## src/design/scope_cfg_pkg.sv

```systemverilog
// ====================
// Scope register block package: widths, types,
// address map, register selector, reset defaults
// ====================
package scope_cfg_pkg;

  localparam int N_CH   = 2;
  localparam int ADDR_W = 20;
  localparam int DW     = 14;
  localparam int RSZ    = 14;  // Buffer size 2^RSZ
  localparam int DLY_W  = 32;
  localparam int DEC_W  = 17;
  localparam int TRG_W  = 4;

  typedef logic [31:0]      word_t;
  typedef logic [DW-1:0]    sample_t;
  typedef logic [DLY_W-1:0] dly_t;
  typedef logic [DEC_W-1:0] dec_t;
  typedef logic [RSZ-1:0]   wp_t;
  typedef logic [TRG_W-1:0] trg_src_t;

  localparam logic [ADDR_W-1:0] ADR_CTRL     = 'h000;
  localparam logic [ADDR_W-1:0] ADR_TRG      = 'h004;
  localparam logic [ADDR_W-1:0] ADR_TRESH0   = 'h008;
  localparam logic [ADDR_W-1:0] ADR_TRESH1   = 'h00C;
  localparam logic [ADDR_W-1:0] ADR_DLY0     = 'h010;
  localparam logic [ADDR_W-1:0] ADR_DEC0     = 'h014;
  localparam logic [ADDR_W-1:0] ADR_WP_CUR0  = 'h018;
  localparam logic [ADDR_W-1:0] ADR_WP_TRIG0 = 'h01C;
  localparam logic [ADDR_W-1:0] ADR_HYST0    = 'h020;
  localparam logic [ADDR_W-1:0] ADR_HYST1    = 'h024;
  localparam logic [ADDR_W-1:0] ADR_TRG_CLR  = 'h094;
  localparam logic [ADDR_W-1:0] ADR_DLY1     = 'h110;
  localparam logic [ADDR_W-1:0] ADR_DEC1     = 'h114;
  localparam logic [ADDR_W-1:0] ADR_WP_CUR1  = 'h118;
  localparam logic [ADDR_W-1:0] ADR_WP_TRIG1 = 'h11C;

  typedef enum logic [3:0] {
    SEL_NONE, SEL_CTRL, SEL_TRG, SEL_TRESH0, SEL_TRESH1, SEL_DLY0, SEL_DEC0,
    SEL_WP_CUR0, SEL_WP_TRIG0, SEL_HYST0, SEL_HYST1, SEL_TRG_CLR,
    SEL_DLY1, SEL_DEC1, SEL_WP_CUR1, SEL_WP_TRIG1
  } reg_sel_t;

  localparam sample_t TRESH_RST0 = sample_t'(5000);
  localparam sample_t TRESH_RST1 = sample_t'(-5000);  // Two's complement in DW bits
  localparam sample_t HYST_RST   = sample_t'(20);
  localparam dec_t    DEC_RST    = dec_t'(1);
  localparam dly_t    DLY_RST    = '0;

  localparam int CTL_ARM   = 0;
  localparam int CTL_RST   = 1;
  localparam int CTL_KEEP  = 3;  // Stay armed after trigger
  localparam int CTL_INDEP = 5;

endpackage
```

## src/design/scope_cfg_top.sv

```systemverilog
// ====================
// Scope register block top level
// ====================
`timescale 1ns/1ns

module scope_cfg_top (
  input  logic                      adc_clk_i,
  input  logic                      adc_rstn_i,
  input  scope_cfg_pkg::word_t      sys_addr_i,
  input  scope_cfg_pkg::word_t      sys_wdata_i,
  input  logic                      sys_wen_i,
  input  logic                      sys_ren_i,
  output scope_cfg_pkg::word_t      sys_rdata_o,
  output logic                      sys_ack_o,
  input  scope_cfg_pkg::word_t      adc_state_i,
  input  scope_cfg_pkg::word_t      trg_state_i,
  input  scope_cfg_pkg::wp_t        adc_wp_cur_i   [scope_cfg_pkg::N_CH],
  input  scope_cfg_pkg::wp_t        adc_wp_trig_i  [scope_cfg_pkg::N_CH],
  output logic                      adc_arm_do_o   [scope_cfg_pkg::N_CH],
  output logic                      adc_rst_do_o   [scope_cfg_pkg::N_CH],
  output logic                      adc_trig_sw_o  [scope_cfg_pkg::N_CH],
  output logic                      adc_we_keep_o  [scope_cfg_pkg::N_CH],
  output logic                      trig_dis_clr_o [scope_cfg_pkg::N_CH],
  output logic                      indep_mode_o   [scope_cfg_pkg::N_CH],
  output logic                      new_trg_src_o  [scope_cfg_pkg::N_CH],
  output scope_cfg_pkg::trg_src_t   trg_src_o      [scope_cfg_pkg::N_CH],
  output scope_cfg_pkg::sample_t    set_tresh_o    [scope_cfg_pkg::N_CH],
  output scope_cfg_pkg::sample_t    set_hyst_o     [scope_cfg_pkg::N_CH],
  output scope_cfg_pkg::dly_t       set_dly_o      [scope_cfg_pkg::N_CH],
  output scope_cfg_pkg::dec_t       set_dec_o      [scope_cfg_pkg::N_CH],
  output logic                      set_dec1_o     [scope_cfg_pkg::N_CH]
);

  import scope_cfg_pkg::*;

  reg_sel_t sel;
  logic     arm         [N_CH];
  logic     rst         [N_CH];
  logic     trig_sw     [N_CH];
  logic     trig_clr    [N_CH];
  logic     new_trg_src [N_CH];
  logic     we_keep     [N_CH];
  trg_src_t trg_src     [N_CH];
  dly_t     dly         [N_CH];  // Raw, before channel sharing
  dec_t     dec         [N_CH];

  scope_cfg_decode u_decode (
    .sys_addr_i (sys_addr_i[ADDR_W-1:0]),
    .sel_o      (sel)
  );

  scope_cfg_cmd u_cmd (
    .adc_clk_i     (adc_clk_i),
    .adc_rstn_i    (adc_rstn_i),
    .sys_wen_i     (sys_wen_i),
    .sys_wdata_i   (sys_wdata_i),
    .sel_i         (sel),
    .arm_o         (arm),
    .rst_o         (rst),
    .trig_sw_o     (trig_sw),
    .trig_clr_o    (trig_clr),
    .new_trg_src_o (new_trg_src),
    .we_keep_o     (we_keep),
    .indep_mode_o  (indep_mode_o),
    .trg_src_o     (trg_src)
  );

  scope_cfg_regs u_regs (
    .adc_clk_i   (adc_clk_i),
    .adc_rstn_i  (adc_rstn_i),
    .sys_wen_i   (sys_wen_i),
    .sys_wdata_i (sys_wdata_i),
    .sel_i       (sel),
    .tresh_o     (set_tresh_o),
    .hyst_o      (set_hyst_o),
    .dly_o       (dly),
    .dec_o       (dec)
  );

  scope_cfg_share u_share (
    .indep_mode_i  (indep_mode_o),
    .arm_i         (arm),
    .rst_i         (rst),
    .trig_sw_i     (trig_sw),
    .trig_clr_i    (trig_clr),
    .new_trg_src_i (new_trg_src),
    .we_keep_i     (we_keep),
    .trg_src_i     (trg_src),
    .dly_i         (dly),
    .dec_i         (dec),
    .arm_o         (adc_arm_do_o),
    .rst_o         (adc_rst_do_o),
    .trig_sw_o     (adc_trig_sw_o),
    .trig_clr_o    (trig_dis_clr_o),
    .new_trg_src_o (new_trg_src_o),
    .we_keep_o     (adc_we_keep_o),
    .trg_src_o     (trg_src_o),
    .dly_o         (set_dly_o),
    .dec_o         (set_dec_o),
    .dec_one_o     (set_dec1_o)
  );

  scope_cfg_readback u_readback (
    .adc_clk_i   (adc_clk_i),
    .adc_rstn_i  (adc_rstn_i),
    .sys_wen_i   (sys_wen_i),
    .sys_ren_i   (sys_ren_i),
    .sel_i       (sel),
    .tresh_i     (set_tresh_o),
    .hyst_i      (set_hyst_o),
    .dly_i       (dly),
    .dec_i       (dec),
    .adc_state_i (adc_state_i),
    .trg_state_i (trg_state_i),
    .wp_cur_i    (adc_wp_cur_i),
    .wp_trig_i   (adc_wp_trig_i),
    .sys_rdata_o (sys_rdata_o),
    .sys_ack_o   (sys_ack_o)
  );

endmodule

```

## src/design/scope_cfg_readback.sv

```systemverilog
// ====================
// Read data multiplexer and bus acknowledge
// ====================
`timescale 1ns/1ns

module scope_cfg_readback (
  input  logic                      adc_clk_i,
  input  logic                      adc_rstn_i,
  input  logic                      sys_wen_i,
  input  logic                      sys_ren_i,
  input  scope_cfg_pkg::reg_sel_t   sel_i,
  input  scope_cfg_pkg::sample_t    tresh_i   [scope_cfg_pkg::N_CH],
  input  scope_cfg_pkg::sample_t    hyst_i    [scope_cfg_pkg::N_CH],
  input  scope_cfg_pkg::dly_t       dly_i     [scope_cfg_pkg::N_CH],
  input  scope_cfg_pkg::dec_t       dec_i     [scope_cfg_pkg::N_CH],
  input  scope_cfg_pkg::word_t      adc_state_i,
  input  scope_cfg_pkg::word_t      trg_state_i,
  input  scope_cfg_pkg::wp_t        wp_cur_i  [scope_cfg_pkg::N_CH],
  input  scope_cfg_pkg::wp_t        wp_trig_i [scope_cfg_pkg::N_CH],
  output scope_cfg_pkg::word_t      sys_rdata_o,
  output logic                      sys_ack_o
);

  import scope_cfg_pkg::*;

  word_t rd_mux;

  always_comb begin
    case (sel_i)
      SEL_CTRL:     rd_mux = adc_state_i;  // Status shares the command addresses
      SEL_TRG:      rd_mux = trg_state_i;
      SEL_TRESH0:   rd_mux = word_t'(tresh_i[0]);
      SEL_TRESH1:   rd_mux = word_t'(tresh_i[1]);
      SEL_HYST0:    rd_mux = word_t'(hyst_i[0]);
      SEL_HYST1:    rd_mux = word_t'(hyst_i[1]);
      SEL_DLY0:     rd_mux = word_t'(dly_i[0]);
      SEL_DLY1:     rd_mux = word_t'(dly_i[1]);
      SEL_DEC0:     rd_mux = word_t'(dec_i[0]);
      SEL_DEC1:     rd_mux = word_t'(dec_i[1]);
      SEL_WP_CUR0:  rd_mux = word_t'(wp_cur_i[0]);
      SEL_WP_CUR1:  rd_mux = word_t'(wp_cur_i[1]);
      SEL_WP_TRIG0: rd_mux = word_t'(wp_trig_i[0]);
      SEL_WP_TRIG1: rd_mux = word_t'(wp_trig_i[1]);
      default:      rd_mux = '0;  // TRG_CLR and unmapped
    endcase
  end

  always_ff @(posedge adc_clk_i) begin
    if (!adc_rstn_i) begin
      sys_ack_o <= 1'b0;
    end else begin
      sys_ack_o <= sys_wen_i || sys_ren_i;
    end
  end

  always_ff @(posedge adc_clk_i) begin
    if (sys_ren_i) begin
      sys_rdata_o <= rd_mux;  // Sampled in the strobe cycle
    end
  end

endmodule

```

## src/design/scope_cfg_share.sv

```systemverilog
// ====================
// Common/independent channel selection
// and decimation-is-one flag
// ====================
`timescale 1ns/1ns

module scope_cfg_share (
  input  logic                    indep_mode_i  [scope_cfg_pkg::N_CH],
  input  logic                    arm_i         [scope_cfg_pkg::N_CH],
  input  logic                    rst_i         [scope_cfg_pkg::N_CH],
  input  logic                    trig_sw_i     [scope_cfg_pkg::N_CH],
  input  logic                    trig_clr_i    [scope_cfg_pkg::N_CH],
  input  logic                    new_trg_src_i [scope_cfg_pkg::N_CH],
  input  logic                    we_keep_i     [scope_cfg_pkg::N_CH],
  input  scope_cfg_pkg::trg_src_t trg_src_i     [scope_cfg_pkg::N_CH],
  input  scope_cfg_pkg::dly_t     dly_i         [scope_cfg_pkg::N_CH],
  input  scope_cfg_pkg::dec_t     dec_i         [scope_cfg_pkg::N_CH],
  output logic                    arm_o         [scope_cfg_pkg::N_CH],
  output logic                    rst_o         [scope_cfg_pkg::N_CH],
  output logic                    trig_sw_o     [scope_cfg_pkg::N_CH],
  output logic                    trig_clr_o    [scope_cfg_pkg::N_CH],
  output logic                    new_trg_src_o [scope_cfg_pkg::N_CH],
  output logic                    we_keep_o     [scope_cfg_pkg::N_CH],
  output scope_cfg_pkg::trg_src_t trg_src_o     [scope_cfg_pkg::N_CH],
  output scope_cfg_pkg::dly_t     dly_o         [scope_cfg_pkg::N_CH],
  output scope_cfg_pkg::dec_t     dec_o         [scope_cfg_pkg::N_CH],
  output logic                    dec_one_o     [scope_cfg_pkg::N_CH]
);

  import scope_cfg_pkg::*;

  for (genvar ch = 0; ch < N_CH; ch++) begin : g_ch
    logic own;

    assign own = (ch == 0) || indep_mode_i[ch];  // Otherwise follow channel 0

    assign arm_o[ch]         = own ? arm_i[ch]         : arm_i[0];
    assign rst_o[ch]         = own ? rst_i[ch]         : rst_i[0];
    assign trig_sw_o[ch]     = own ? trig_sw_i[ch]     : trig_sw_i[0];
    assign trig_clr_o[ch]    = own ? trig_clr_i[ch]    : trig_clr_i[0];
    assign new_trg_src_o[ch] = own ? new_trg_src_i[ch] : new_trg_src_i[0];
    assign we_keep_o[ch]     = own ? we_keep_i[ch]     : we_keep_i[0];
    assign trg_src_o[ch]     = own ? trg_src_i[ch]     : trg_src_i[0];
    assign dly_o[ch]         = own ? dly_i[ch]         : dly_i[0];
    assign dec_o[ch]         = own ? dec_i[ch]         : dec_i[0];
    assign dec_one_o[ch]     = (dec_o[ch] == dec_t'(1));
  end

endmodule

```

## src/design/scope_cfg_regs.sv

```systemverilog
// ====================
// Per-channel threshold, hysteresis,
// delay and decimation settings
// ====================
`timescale 1ns/1ns

module scope_cfg_regs (
  input  logic                      adc_clk_i,
  input  logic                      adc_rstn_i,
  input  logic                      sys_wen_i,
  input  scope_cfg_pkg::word_t      sys_wdata_i,
  input  scope_cfg_pkg::reg_sel_t   sel_i,
  output scope_cfg_pkg::sample_t    tresh_o [scope_cfg_pkg::N_CH],
  output scope_cfg_pkg::sample_t    hyst_o  [scope_cfg_pkg::N_CH],
  output scope_cfg_pkg::dly_t       dly_o   [scope_cfg_pkg::N_CH],
  output scope_cfg_pkg::dec_t       dec_o   [scope_cfg_pkg::N_CH]
);

  import scope_cfg_pkg::*;

  sample_t wr_sample;
  dly_t    wr_dly;
  dec_t    wr_dec;

  assign wr_sample = sys_wdata_i[DW-1:0];
  assign wr_dly    = sys_wdata_i[DLY_W-1:0];
  assign wr_dec    = sys_wdata_i[DEC_W-1:0];

  always_ff @(posedge adc_clk_i) begin
    if (!adc_rstn_i) begin
      tresh_o[0] <= TRESH_RST0;
      tresh_o[1] <= TRESH_RST1;
      for (int ch = 0; ch < N_CH; ch++) begin
        hyst_o[ch] <= HYST_RST;
        dly_o[ch]  <= DLY_RST;
        dec_o[ch]  <= DEC_RST;
      end
    end else if (sys_wen_i) begin
      case (sel_i)
        SEL_TRESH0: tresh_o[0] <= wr_sample;
        SEL_TRESH1: tresh_o[1] <= wr_sample;
        SEL_HYST0:  hyst_o[0]  <= wr_sample;
        SEL_HYST1:  hyst_o[1]  <= wr_sample;
        SEL_DLY0:   dly_o[0]   <= wr_dly;
        SEL_DLY1:   dly_o[1]   <= wr_dly;
        SEL_DEC0:   dec_o[0]   <= wr_dec;
        SEL_DEC1:   dec_o[1]   <= wr_dec;
        default: ;  // Other registers live elsewhere
      endcase
    end
  end

endmodule

```

## src/design/scope_cfg_cmd.sv

```systemverilog
// ====================
// Per-channel command pulses, mode bits
// and stored trigger source
// ====================
`timescale 1ns/1ns

module scope_cfg_cmd (
  input  logic                      adc_clk_i,
  input  logic                      adc_rstn_i,
  input  logic                      sys_wen_i,
  input  scope_cfg_pkg::word_t      sys_wdata_i,
  input  scope_cfg_pkg::reg_sel_t   sel_i,
  output logic                      arm_o         [scope_cfg_pkg::N_CH],
  output logic                      rst_o         [scope_cfg_pkg::N_CH],
  output logic                      trig_sw_o     [scope_cfg_pkg::N_CH],
  output logic                      trig_clr_o    [scope_cfg_pkg::N_CH],
  output logic                      new_trg_src_o [scope_cfg_pkg::N_CH],
  output logic                      we_keep_o     [scope_cfg_pkg::N_CH],
  output logic                      indep_mode_o  [scope_cfg_pkg::N_CH],
  output scope_cfg_pkg::trg_src_t   trg_src_o     [scope_cfg_pkg::N_CH]
);

  import scope_cfg_pkg::*;

  logic wr_ctrl;
  logic wr_trg;
  logic wr_clr;

  assign wr_ctrl = sys_wen_i && (sel_i == SEL_CTRL);
  assign wr_trg  = sys_wen_i && (sel_i == SEL_TRG);
  assign wr_clr  = sys_wen_i && (sel_i == SEL_TRG_CLR);

  for (genvar ch = 0; ch < N_CH; ch++) begin : g_ch
    logic [7:0] lane;

    assign lane = sys_wdata_i[8*ch +: 8];  // Channel n owns byte n

    always_ff @(posedge adc_clk_i) begin
      if (!adc_rstn_i) begin
        arm_o[ch]         <= 1'b0;
        rst_o[ch]         <= 1'b0;
        trig_sw_o[ch]     <= 1'b0;
        trig_clr_o[ch]    <= 1'b0;
        new_trg_src_o[ch] <= 1'b0;
        we_keep_o[ch]     <= 1'b0;
        indep_mode_o[ch]  <= 1'b0;
        trg_src_o[ch]     <= '0;
      end else begin
        arm_o[ch]         <= wr_ctrl && lane[CTL_ARM];
        rst_o[ch]         <= wr_ctrl && lane[CTL_RST];
        trig_sw_o[ch]     <= wr_trg && (lane[3:0] == 4'h1);  // Software trigger
        trig_clr_o[ch]    <= wr_clr && lane[0];
        new_trg_src_o[ch] <= wr_trg && (lane != 8'h00);
        if (wr_ctrl) begin
          we_keep_o[ch]    <= lane[CTL_KEEP];
          indep_mode_o[ch] <= lane[CTL_INDEP];
        end
        if (wr_trg && (lane != 8'h00)) begin
          trg_src_o[ch] <= lane[TRG_W-1:0];  // Zero byte keeps source
        end
      end
    end
  end

endmodule

```

## src/design/scope_cfg_decode.sv

```systemverilog
// ====================
// Bus address decoder to register selector
// ====================
`timescale 1ns/1ns

module scope_cfg_decode (
  input  logic [scope_cfg_pkg::ADDR_W-1:0] sys_addr_i,
  output scope_cfg_pkg::reg_sel_t          sel_o
);

  import scope_cfg_pkg::*;

  always_comb begin
    case (sys_addr_i)
      ADR_CTRL:     sel_o = SEL_CTRL;
      ADR_TRG:      sel_o = SEL_TRG;
      ADR_TRESH0:   sel_o = SEL_TRESH0;
      ADR_TRESH1:   sel_o = SEL_TRESH1;
      ADR_DLY0:     sel_o = SEL_DLY0;
      ADR_DEC0:     sel_o = SEL_DEC0;
      ADR_WP_CUR0:  sel_o = SEL_WP_CUR0;
      ADR_WP_TRIG0: sel_o = SEL_WP_TRIG0;
      ADR_HYST0:    sel_o = SEL_HYST0;
      ADR_HYST1:    sel_o = SEL_HYST1;
      ADR_TRG_CLR:  sel_o = SEL_TRG_CLR;  // Trigger protect clear
      ADR_DLY1:     sel_o = SEL_DLY1;
      ADR_DEC1:     sel_o = SEL_DEC1;
      ADR_WP_CUR1:  sel_o = SEL_WP_CUR1;
      ADR_WP_TRIG1: sel_o = SEL_WP_TRIG1;
      default:      sel_o = SEL_NONE;     // Unmapped
    endcase
  end

endmodule

```

## config.mk

```make
export PLATFORM = sky130hd
export DESIGN_NAME = scope_cfg_top
export DESIGN_NICKNAME = d
export VERILOG_FILES = /design/src/design/scope_cfg_pkg.sv /design/src/design/scope_cfg_top.sv /design/src/design/scope_cfg_readback.sv /design/src/design/scope_cfg_share.sv /design/src/design/scope_cfg_regs.sv /design/src/design/scope_cfg_cmd.sv /design/src/design/scope_cfg_decode.sv
export SDC_FILE = /design/constraint.sdc
export NUM_CORES = 1
export LEC_CHECK = 0
export BUFFER_PORTS_ARGS = -buffer_cell sky130_fd_sc_hd__buf_2
export CORE_AREA = 8 8 175 177
export CTS_BUF_LIST = sky130_fd_sc_hd__clkbuf_4 sky130_fd_sc_hd__clkbuf_8
export DETAILED_ROUTE_END_ITERATION = 7
export DIE_AREA = 0 0 183 185
export GPL_TIMING_DRIVEN = 0
export PLACE_DENSITY = 0.66
export SYNTH_ARGS = -nofsm -noshare
export SYNTH_HDL_FRONTEND = slang
export SYNTH_SLANG_ARGS = --single-unit
```

## constraint.sdc

```tcl
create_clock -name adc_clk_i -period 5.2 [get_ports adc_clk_i]
set_clock_uncertainty 0.15 [all_clocks]
set_input_delay 1.04 -clock adc_clk_i [delete_from_list [all_inputs] [get_ports adc_clk_i]]
set_output_delay 1.04 -clock adc_clk_i [all_outputs]
set_load 0.01 [all_outputs]
```

# Word-level counts from Yosys, hierarchy flattened
# Index checks and enable logic that the tools add are counted.
[totals]
mem_bits_rw = 0
input_bits = 188
ff_bits = 209
latch_bits = 0
mem_count = 0
romBits = 0
word_cells = 95
output_inout_bits = 211
[classes]
n_addsub = 0
order_cmp = 0
n_eq_ne = 33
div_mod_pow = 0
n_mul = 0
shift = 0
n_reduce_logical = 25
bitwise = 0
mux = 11
[ops]
columns = ["operator", "n"]
rows = [
  ["one-hot mux 32 bit (14 select lines)", 1],
  ["equality test 20 x 5 -> 1 bit, second input constant", 4],
  ["equality test 20 x 9 -> 1 bit, second input constant", 4],
  ["one-hot mux 4 bit (15 select lines)", 1],
  ["equality test 20 x 4 -> 1 bit, second input constant", 2],
  ["equality test 20 x 6 -> 1 bit, second input constant", 2],
  ["equality test 17 x 1 -> 1 bit, second input constant", 2],
  ["equality test 4 bit, second input constant", 8],
  ["2-to-1 mux 32 bit", 1],
  ["equality test 20 x 3 -> 1 bit, second input constant", 1],
  ["equality test 20 x 8 -> 1 bit, second input constant", 1],
  ["zero test 20 bit", 1],
  ["2-to-1 mux 17 bit", 1],
  ["equality test 4 x 3 -> 1 bit, second input constant", 4],
  ["AND reduction 2 bit", 8],
  ["nonzero test 8 bit", 2],
  ["logical AND 1 bit", 13],
  ["equality test 4 x 1 -> 1 bit, second input constant", 3],
  ["equality test 4 x 2 -> 1 bit, second input constant", 2],
  ["2-to-1 mux 1 bit", 6],
  ["2-to-1 mux 4 bit", 1],
  ["logical OR 1 bit", 1],
]

# Longest topological paths before layout
# Gate-level depths: netlist (run 1).
[depth]
depth_word = 5
depth_mapped = 11
depth_no_buf = 7

# Cells and area by module
# Synthesis (run 1) repeated with hierarchy kept, for this count alone.
[unflattened]
cells_unflattened = 1169
hier_area_um2 = 11299.6
[modules_own_cells]
columns = ["module", "seq_area_each_um2", "area_per_inst_um2", "cells_per_inst", "instances"]
rows = [
  ["scope_cfg_regs", 3083.0, 5693.0, 561, 1],
  ["scope_cfg_readback", 980.9, 3308.2, 351, 1],
  ["scope_cfg_share", 0.0, 1256.2, 140, 1],
  ["scope_cfg_cmd", 440.4, 808.3, 88, 1],
  ["scope_cfg_decode", 0.0, 234.0, 29, 1],
]

# Worst setup path after synthesis (run 1)
# Ideal clock, no wire load.
[synth_path]
path_type = "input to register"
start = "in sys_addr_i[6]"
end = "reg u_readback.sys_rdata_o[11] (data pin)"
slack_ns = 1.498
t_required_ns = 4.778
setup_time_ns = 0.272
arrival_time_ns = 3.280
cell_stages = 7
cell_sequence = "or4_1 -> a2111o_1 -> nor2_4 -> nor2_4 -> mux2_4 -> a32o_1 -> or4_1"
[synth_via]
elab_chain_len = 4
word_cells_on_any_way = 31
[synth_lines]
columns = ["element", "line", "source"]
rows = [
  ["from (decl)", "scope_cfg_top.sv:9", "input scope_cfg_pkg::word_t sys_addr_i,"],
  ["equality test 20 x 9 -> 1 bit, or another cell as far along", "scope_cfg_decode.sv:14", "case (sys_addr_i)"],
  ["one-hot mux 4 bit (15 select lines) *", "scope_cfg_decode.sv:14", ""],
  ["equality test 4 bit, or another cell as far along", "scope_cfg_readback.sv:29", "case (sel_i)"],
  ["one-hot mux 32 bit (14 select lines) *", "scope_cfg_readback.sv:29", ""],
  ["net u_readback.rd_mux[11]", "scope_cfg_readback.sv:26", "word_t rd_mux;"],
  ["to (signal assigned)", "scope_cfg_readback.sv:58", "sys_rdata_o <= rd_mux;"],
  ["to (decl)", "scope_cfg_readback.sv:20", "output scope_cfg_pkg::word_t sys_rdata_o,"],
]
# Mark *: on every way through the listed nets, which the timed path passes. The rest lies on a longest branch.
# A chain may end at the register's enable or synchronous reset.

==> metrics.md, run 1 <==
| Metric | Value |
|---|---|
| Status | finished with violations |
| Failing checks | design-rule violations |
| Most used cell, CP | clkbuf_1 |
| Final hold violation count | 0 |
| Largest net degree at the start of global routing | 34 |
| First-pass GRT wire length | 74.9 mm |
| Core ar. | 0.0281 mm^2 |
| Mapped Cells | 1268 |
| Fmax | 0.207 GHz |
| Initial antenna violation count | 4 |
| Origin of the critical flop-to-flop path | u_cmd.indep_mode_o[0] |
| Grt ovf | 0 |
| Delay of the slowest critical-path stage | around 0.70 ns |
| Vias in the first global route | between 10000 and 15000 |
| Reg area | 0.00450 mm^2 |
| Detailed Routing Iterations Pass 1 | 8 |
| EDFF count, synth | 32 |
| Synthesized-area fraction occupied by and/or/nand/nor cells | 22.0% |
| Initial DRC count | 1205 |
| Main combinational cell family by area after synthesis | simple AND/OR/NAND/NOR gates |
| Worst-Margin Slew | around 1.2 ns |
| Post-synthesis mux area share | 10.4% |
| Final period util | 93.0% |
| Worst slew margin | 21.3% |
| Pins Over Slew Limit | 0 |
| Clock tree from TritonCTS | yes |
| Post-Synth Adder-Cell Area | 0% |
| Hold Path Stages | 2 |
| Post-Synth XOR/XNOR Area | 0% |
| Top cell type's share of synthesized area | 32.3% |
| Filler cells | 2838 |
| Hpwl dp | roughly 40 mm |
| CTS Buffer Depth | 3 |
| Share of layout cells above drive strength 1 | 34.4% |
| Worst hold margin | between 0.3 and 0.4 ns |
| Post-synth ARST share | 0% |
| CP bufs+invs | 5 |
| Die X | about 180 um |
| I/O pin count | between 300 and 400 |
| Critical Path Fanout Max | 10 |
| Row cnt | 62 |
| Net Count, Synth | 1456 |
| HP Class | reg -> reg |
| Worst EP required | between 4 and 5 ns |
| Crit path depth | 6 |
| Post-synth top flop | dfxtp_1 |
| RSZ-0062 raised after global routing | false |
| Port Buffers | 373 |
| Pwr dens | 248 mW/mm^2 |
| Seq/Total Area, Yosys | 41.1% |
| CTS Buf Count | 37 |
| Maxcap violations | 0 |
| Setup Buffers After CTS | 0 |
| Reg2reg path depth | 6 |
| Synth area leaders | dfxtp_1 (32%), nand2_1 (10%), edfxtp_1 (8.8%) |
| Max stage delay cell, worst path | clkbuf_1 |
| Synth warn | 0 |
| CTS Hold Bufs | 0 |
| Synthesized cell area | 0.0110 mm^2 |
| IR drop worst, VDD | 146 uV |
| Hold_sp | u_regs.tresh_o[18] |
| Die Footprint | 0.0339 mm^2 |
| Core Util, Final | 50.2% |
| CP Class | reg -> out |
| Multi-input logic area | 0.00559 mm^2 |
| Die Height | 185 um |
| PostCTS Resize Cnt | 0 |
| Area leader, netlist | dfxtp_1 |
| Delay-heaviest family, CP | buffers and inverters |
| Leak | 0.00616 uW |
| Detailed-route wire length | 52.7 mm |
| Setup violations, final | 0 |
| Total power draw | 3500 uW |
| Synth cell types | 63 |
| R2R Setup Slk | 2.31 ns |
| Fin crit period | just under 5 ns |
| GRT Total Usage | 29.5% |
| Num Clock Sinks | 209 |
| Clock root buffer | clkbuf_8 |
| Average vias per placed instance | 5.69 |
| Synth Register Bits | 209 |
| Layout Nets | roughly 1900 |
| Crit path from | u_cmd.indep_mode_o[0] |
| Area delta synth->final | 28.5% |
| Final GP Congestion | between 0.9 and 1 |
| Synth Area in Compound Gates | 18.5% |
| H-tree levels | 2 |
| Initial Utilization | around 39% |
| Worst Setup End Kind | output port |
| Crit path DAT | 3.65 ns |
| Average cell area after synthesis | ~8.7 um^2 |
| DR DRC count | 15 |
| Clock Pin Slew Worst Setup and Hold Paths | 0.06 ns |
| Crit start category | flip-flop |
| Clock Latency Late Sink | ~0.52 ns |
| Crit-path cells | clkbuf_1 > clkbuf_1 > buf_1 > clkbuf_1 > mux2_2 > buf_2 |
| Wire per inst | 25.2 um |
| Post-route ant nets | 0 |
| Via count | roughly 12000 |
==> synth_stat cells (all sizes together), types with 9 or more instances <==
library cell	n
mux2i	40
nor4	14
edfxtp	32
nor2	22
a21boi	113
nor3	10
buf	81
mux2	65
a222oi	29
o221ai	9
clkbuf	84
a21oi	12
o22ai	15
dfxtp	177
nand3	90
and2	11
nor2b	21
nand2	301
a22oi	13
nand4	12
o21ai	25
==> area by class of cell <==
| cell class | instances | share of cell area, % |
|---|---|---|
| repair buffers | 373 | 13.2 |
| clock inverters | 5 | 0.195 |
| inverters | 4 | 0.106 |
| flip-flops and latches | 209 | 31.9 |
| clock buffers | 59 | 5.27 |
| multi-input cells | 890 | 39.6 |
| diodes | 1 | 0.0177 |
| well taps | 384 | 3.41 |
| plain buffers | 165 | 6.17 |
==> state kept, by name (all words and copies together) (netlist names) <==
| name | flops |
|---|---|
| u_regs.dly_o | 64 |
| u_regs.dec_o | 34 |
| u_readback.sys_rdata_o | 32 |
| u_regs.hyst_o | 28 |
| u_regs.tresh_o | 28 |
| u_cmd.trg_src_o | 8 |
| u_cmd.arm_o | 2 |
| u_cmd.indep_mode_o | 2 |
| u_cmd.new_trg_src_o | 2 |
| u_cmd.rst_o | 2 |
| u_cmd.trig_clr_o | 2 |
| u_cmd.trig_sw_o | 2 |
| u_cmd.we_keep_o | 2 |
| u_readback.sys_ack_o | 1 |
==> worst register-to-register path, cell delays in order (launching register included) <==
cell	delay, ns
dfxtp_1	0.33
clkbuf_1	0.36
clkbuf_1	0.49
buf_1	0.66
clkbuf_1	0.57
nand2_1	0.09
a21boi_0	0.17
==> kinds of logic (layout without fill, tap and decap cells) <==
group,count (synthesis),in the layout
simple gates,520,520
flops,209,209
other cells,0,1
buf+inv,169,606
compound gates,265,265
mux,105,105
==> per-stage QoR <==
stage          setup WS (ns)  std cells  instance area (um^2)  TNS [ns]
2_1_floorplan           1.50       1268                 11000         0
3_3_place_gp          -0.203       2025                 13300     -1.23
3_5_place_dp           0.174       2025                 13300         0
4_1_cts                0.469       2089                 14100         0
5_1_grt                0.300       2089                 14100         0
6_report               0.363       2090                 14100         0
==> cells in the final DEF, fill, tap and decap left out, types with 5 or more instances in the layout <==
cell and count:
buf_2 384, nand2_1 301, dfxtp_1 177, a21boi_0 112
nand3_1 90, clkbuf_1 84, mux2_2 64, buf_4 63
clkbuf_8 48, mux2i_1 40, edfxtp_1 32, a222oi_1 29
o21ai_0 25, nor2b_1 21, nor2_1 19, o22ai_1 15
nor4_1 13, a22oi_1 13, nand4_1 12, a21oi_1 12
clkbuf_4 11, and2_1 10, o221ai_1 9, nor3_1 9
buf_1 7, a22o_1 7, a221oi_1 7, or3_1 7
and3_1 6, or4_1 5, a32oi_1 5, a221o_1 5
a32o_1 5
==> where the power goes <==
| part | internal, uW | total, uW | switching (uW) |
|---|---|---|---|
| Clock | 903 | 1600 | 696 |
| Combinational | 89.4 | 248 | 158 |
| Sequential | 1650 | 1650 | 2.98 |
| Total | 2640 | 3500 | 857 |
==> layer usage <==
layer | track usage, % | up-vias | part of all wire (%)
li1 | - | 5346 | -
met1 | 35.6 | 5678 | 39
met2 | 48.8 | 715 | 46
met3 | 7.69 | 147 | 10
met4 | 13.7 | 6 | 4.7
met5 | 0 | - | 0.072
==> worst paths after layout <==
| check | endpoint |
|---|---|
| worst min register to register | u_regs.tresh_o[18] |
| worst max-delay path | set_dly_o[0] |
| worst min-delay path | u_regs.tresh_o[18] |
| worst max register to register | u_cmd.indep_mode_o[0] |
Power figures use the tool's default switching activity.
==> run 2: changes to the inputs <==
--- a/config.mk
+++ b/config.mk
@@ -12,6 +12,7 @@
 export DIE_AREA = 0 0 183 185
 export GPL_TIMING_DRIVEN = 0
 export PLACE_DENSITY = 0.66
+export REMOVE_ABC_BUFFERS = 1
 export SYNTH_ARGS = -nofsm -noshare
 export SYNTH_HDL_FRONTEND = slang
 export SYNTH_SLANG_ARGS = --single-unit
==> run 2 against run 1 <==
Clock power increased by 21%; sequential share of layout area up 0.74 points; largest cell class unchanged; the flow now finishes without violations; die area unchanged; critical path type is now in -> reg; combinational power down 12%; highest routed layer unchanged; register-to-register slack improved by 0.70 ns.
==> metrics.md, run 2 (synthesis results as in run 1) <==
| Metric | Value |
|---|---|
| Logic gate share of total power | 5.7% (-1.4 points) |
| H-tree levels | 2 (unchanged) |
| Clock Latency Late Sink | 0.53 ns (about the same) |
| Fin crit period | 4.98 ns (+0.146 ns) |
| Detailed Routing Iterations Pass 1 | 5 (-3) |
| Clk pwr share | 50.7% (+5.0 points) |
| Multi-input logic area | 0.00565 mm^2 (+1.1%) |
| Most frequent cells in the layout | buf_2 (385), nand2_1 (300), dfxtp_1 (176) |
| Worst Setup End Kind | flip-flop |
| Maxcap violations | 0 (unchanged) |
| CP Class | in -> reg |
| Average vias per placed instance | 5.65 (-0.62%) |
| Flop pwr share | 43.6% (-3.7 points) |
| Die Footprint | 0.0339 mm^2 (unchanged) |
| Sw Ratio | 22.8% (-1.7 points) |
| Status | complete, no violations |
| Port Buffers | 386 (+3.5%) |
| Initial DRC count | 1059 (-12%) |
| Pwr dens | 275 mW/mm^2 (+11%) |
| Die X | 183 um (unchanged) |
| Share of layout cells above drive strength 1 | 35.5% (+1.2 points) |
| Largest net degree at the start of global routing | 102 (+200%) |
| Leak | 0.00594 uW (-3.6%) |
| CTS Buffer Depth | 3 (unchanged) |
| Worst-Margin Slew | 1.35 ns (+0.170 ns) |
| Grt ovf | 0 (unchanged) |
| Clock Pin Slew Worst Setup and Hold Paths | 0.06 ns (about the same) |
| Crit start category | primary input |
| Layout Nets | 1737 (-7.0%) |
| Core Util, Final | 49.1% (-1.1 points) |
| Crit path DAT | 5.09 ns (+1.44 ns) |
| Initial antenna violation count | 10 (+6) |
| CTS Buf Count | 40 (+8.1%) |
| Internal Power | 2930 uW (+11%) |
| I/O pin count | 399 (unchanged) |
| Max reg flops | 64 (unchanged) |
| Final period util | 95.8% (+2.8 points) |
| Reg area | 0.00451 mm^2 (about the same) |
| Area delta synth->final | 25.7% |
| Clock tree from TritonCTS | yes |
| Core ar. | 0.0281 mm^2 (unchanged) |
| Final GP Congestion | 0.954 (-0.41%) |
| Critical Path Fanout Max | 29 (+19) |
| RSZ-0062 raised after global routing | false |
| Most common cell after layout, fill and taps aside | buf_2 |
| Hpwl dp | 35.0 mm (-13%) |
| Psw | 867 uW (+1.1%) |
| Row cnt | 62 (unchanged) |
| Worst slew margin | 9.69% (-12 points) |
| Biggest regs | u_regs.dly_o: 64 flops, u_regs.dec_o: 34 flops, u_readback.sys_rdata_o: 32 flops |
| Initial Utilization | 39.1% (unchanged) |
| First-pass GRT wire length | 69.6 mm (-7.0%) |
| Detailed-route wire length | 48.2 mm (-8.4%) |
| Clock root buffer | clkbuf_8 |
| Vias in the first global route | 11000 (-6.1%) |
| Top reg by flops | u_regs.dly_o |
| IR drop worst, VDD | 237 uV (+62%) |
| Die Height | 185 um (unchanged) |
| GRT Total Usage | 27.1% (-2.5 points) |
| Wire per inst | 24.5 um (-2.8%) |
| Pins Over Slew Limit | 0 (unchanged) |
| Fmax | 0.201 GHz (-2.9%) |
| Num Clock Sinks | 209 (unchanged) |
| Post-route ant nets | 0 (unchanged) |
| DR DRC count | 0 (-15) |
| Final hold violation count | 0 (unchanged) |
| Worst EP required | 5.31 ns (+1.30 ns) |
| HP Class | reg -> reg |
| Setup violations, final | 0 (unchanged) |
| Via count | 11100 (-6.4%) |
| Setup TNS Final | 0 ns (unchanged) |
| Filler cells | 2790 (-1.7%) |
-- run 2: cell count changes in the layout (fill, tap and decap cells not counted), sizes merged --
cell | previous run | this run
clkinv | 4 | 6
buf | 454 | 404
bufinv | 0 | 5
clkinvlp | 1 | 0
diode | 1 | 5
clkbuf | 143 | 61
-- run 2: path summary, 6_finish.rpt --
kind | from | to | slack, ns | cells past startpoint
max | sys_addr_i[4] | u_readback.sys_rdata_o[10] | 0.22 | 8
min | u_regs.tresh_o[20] | u_regs.tresh_o[20] | 0.32 | 2
max reg2reg | u_regs.tresh_o[10] | u_readback.sys_rdata_o[10] | 3.01 | 4
min reg2reg | u_regs.tresh_o[20] | u_regs.tresh_o[20] | 0.32 | 2
-- run 2: power by group through the flow --
stage,Sequential [uW],Combinational [uW],Clock (uW)
5_1_grt,1650,231,2040
3_5_place_dp,1690,215,0
2_1_floorplan,1700,41.8,0
6_report,1650,218,1930
4_1_cts,1650,216,1960
3_3_place_gp,1690,215,0
-- run 2: layer usage --
metal / vias to the layer above / wire length (um) / track usage [%]
met5: - / 69 / 0
met4: 12 / 1740 / 10.8
met3: 104 / 4320 / 7.38
met2: 592 / 22800 / 46.4
met1: 5333 / 19300 / 31.7
li1: 5087 / - / -
-- run 2: timing repair --
action	CTS	global route
pin swaps	0	1
endpoints found under the setup margin	14	31
setup buffers	0	3
hold buffers	0	0
resized for setup	2	1
-- run 2: area by class of cell --
class / count / share of cell area (%)
flip-flops and latches: 209 / 32.7
repair buffers: 404 / 15.8
clock buffers: 61 / 5.59
clock inverters: 11 / 1.28
diodes: 5 / 0.0907
inverters: 4 / 0.109
well taps: 384 / 3.48
multi-input cells: 890 / 41.0
-- run 2: critical path, cell delays in order --
cell,delay [ns]
buf_2,0.57
o21ai_0,0.16
a2bb2oi_1,0.29
a2bb2oi_2,0.65
nand2b_1,0.98
nor2_1,0.58
o2bb2ai_1,0.26
or4_1,0.52
-- run 2: per-stage QoR --
stage               total power, uW  cell area, um^2  instances  setup WS, ns  hold slack [ns]
floorplan                      1740            10100       1103       -0.0502            0.288
global placement               1900            12500       1873         -3.92            0.305
detailed placement             1900            12800       1888        -0.978            0.312
CTS                            3830            13700       1960        0.0106            0.325
global route                   3930            13800       1966        0.0624            0.342
finish                         3800            13800       1968         0.217            0.324
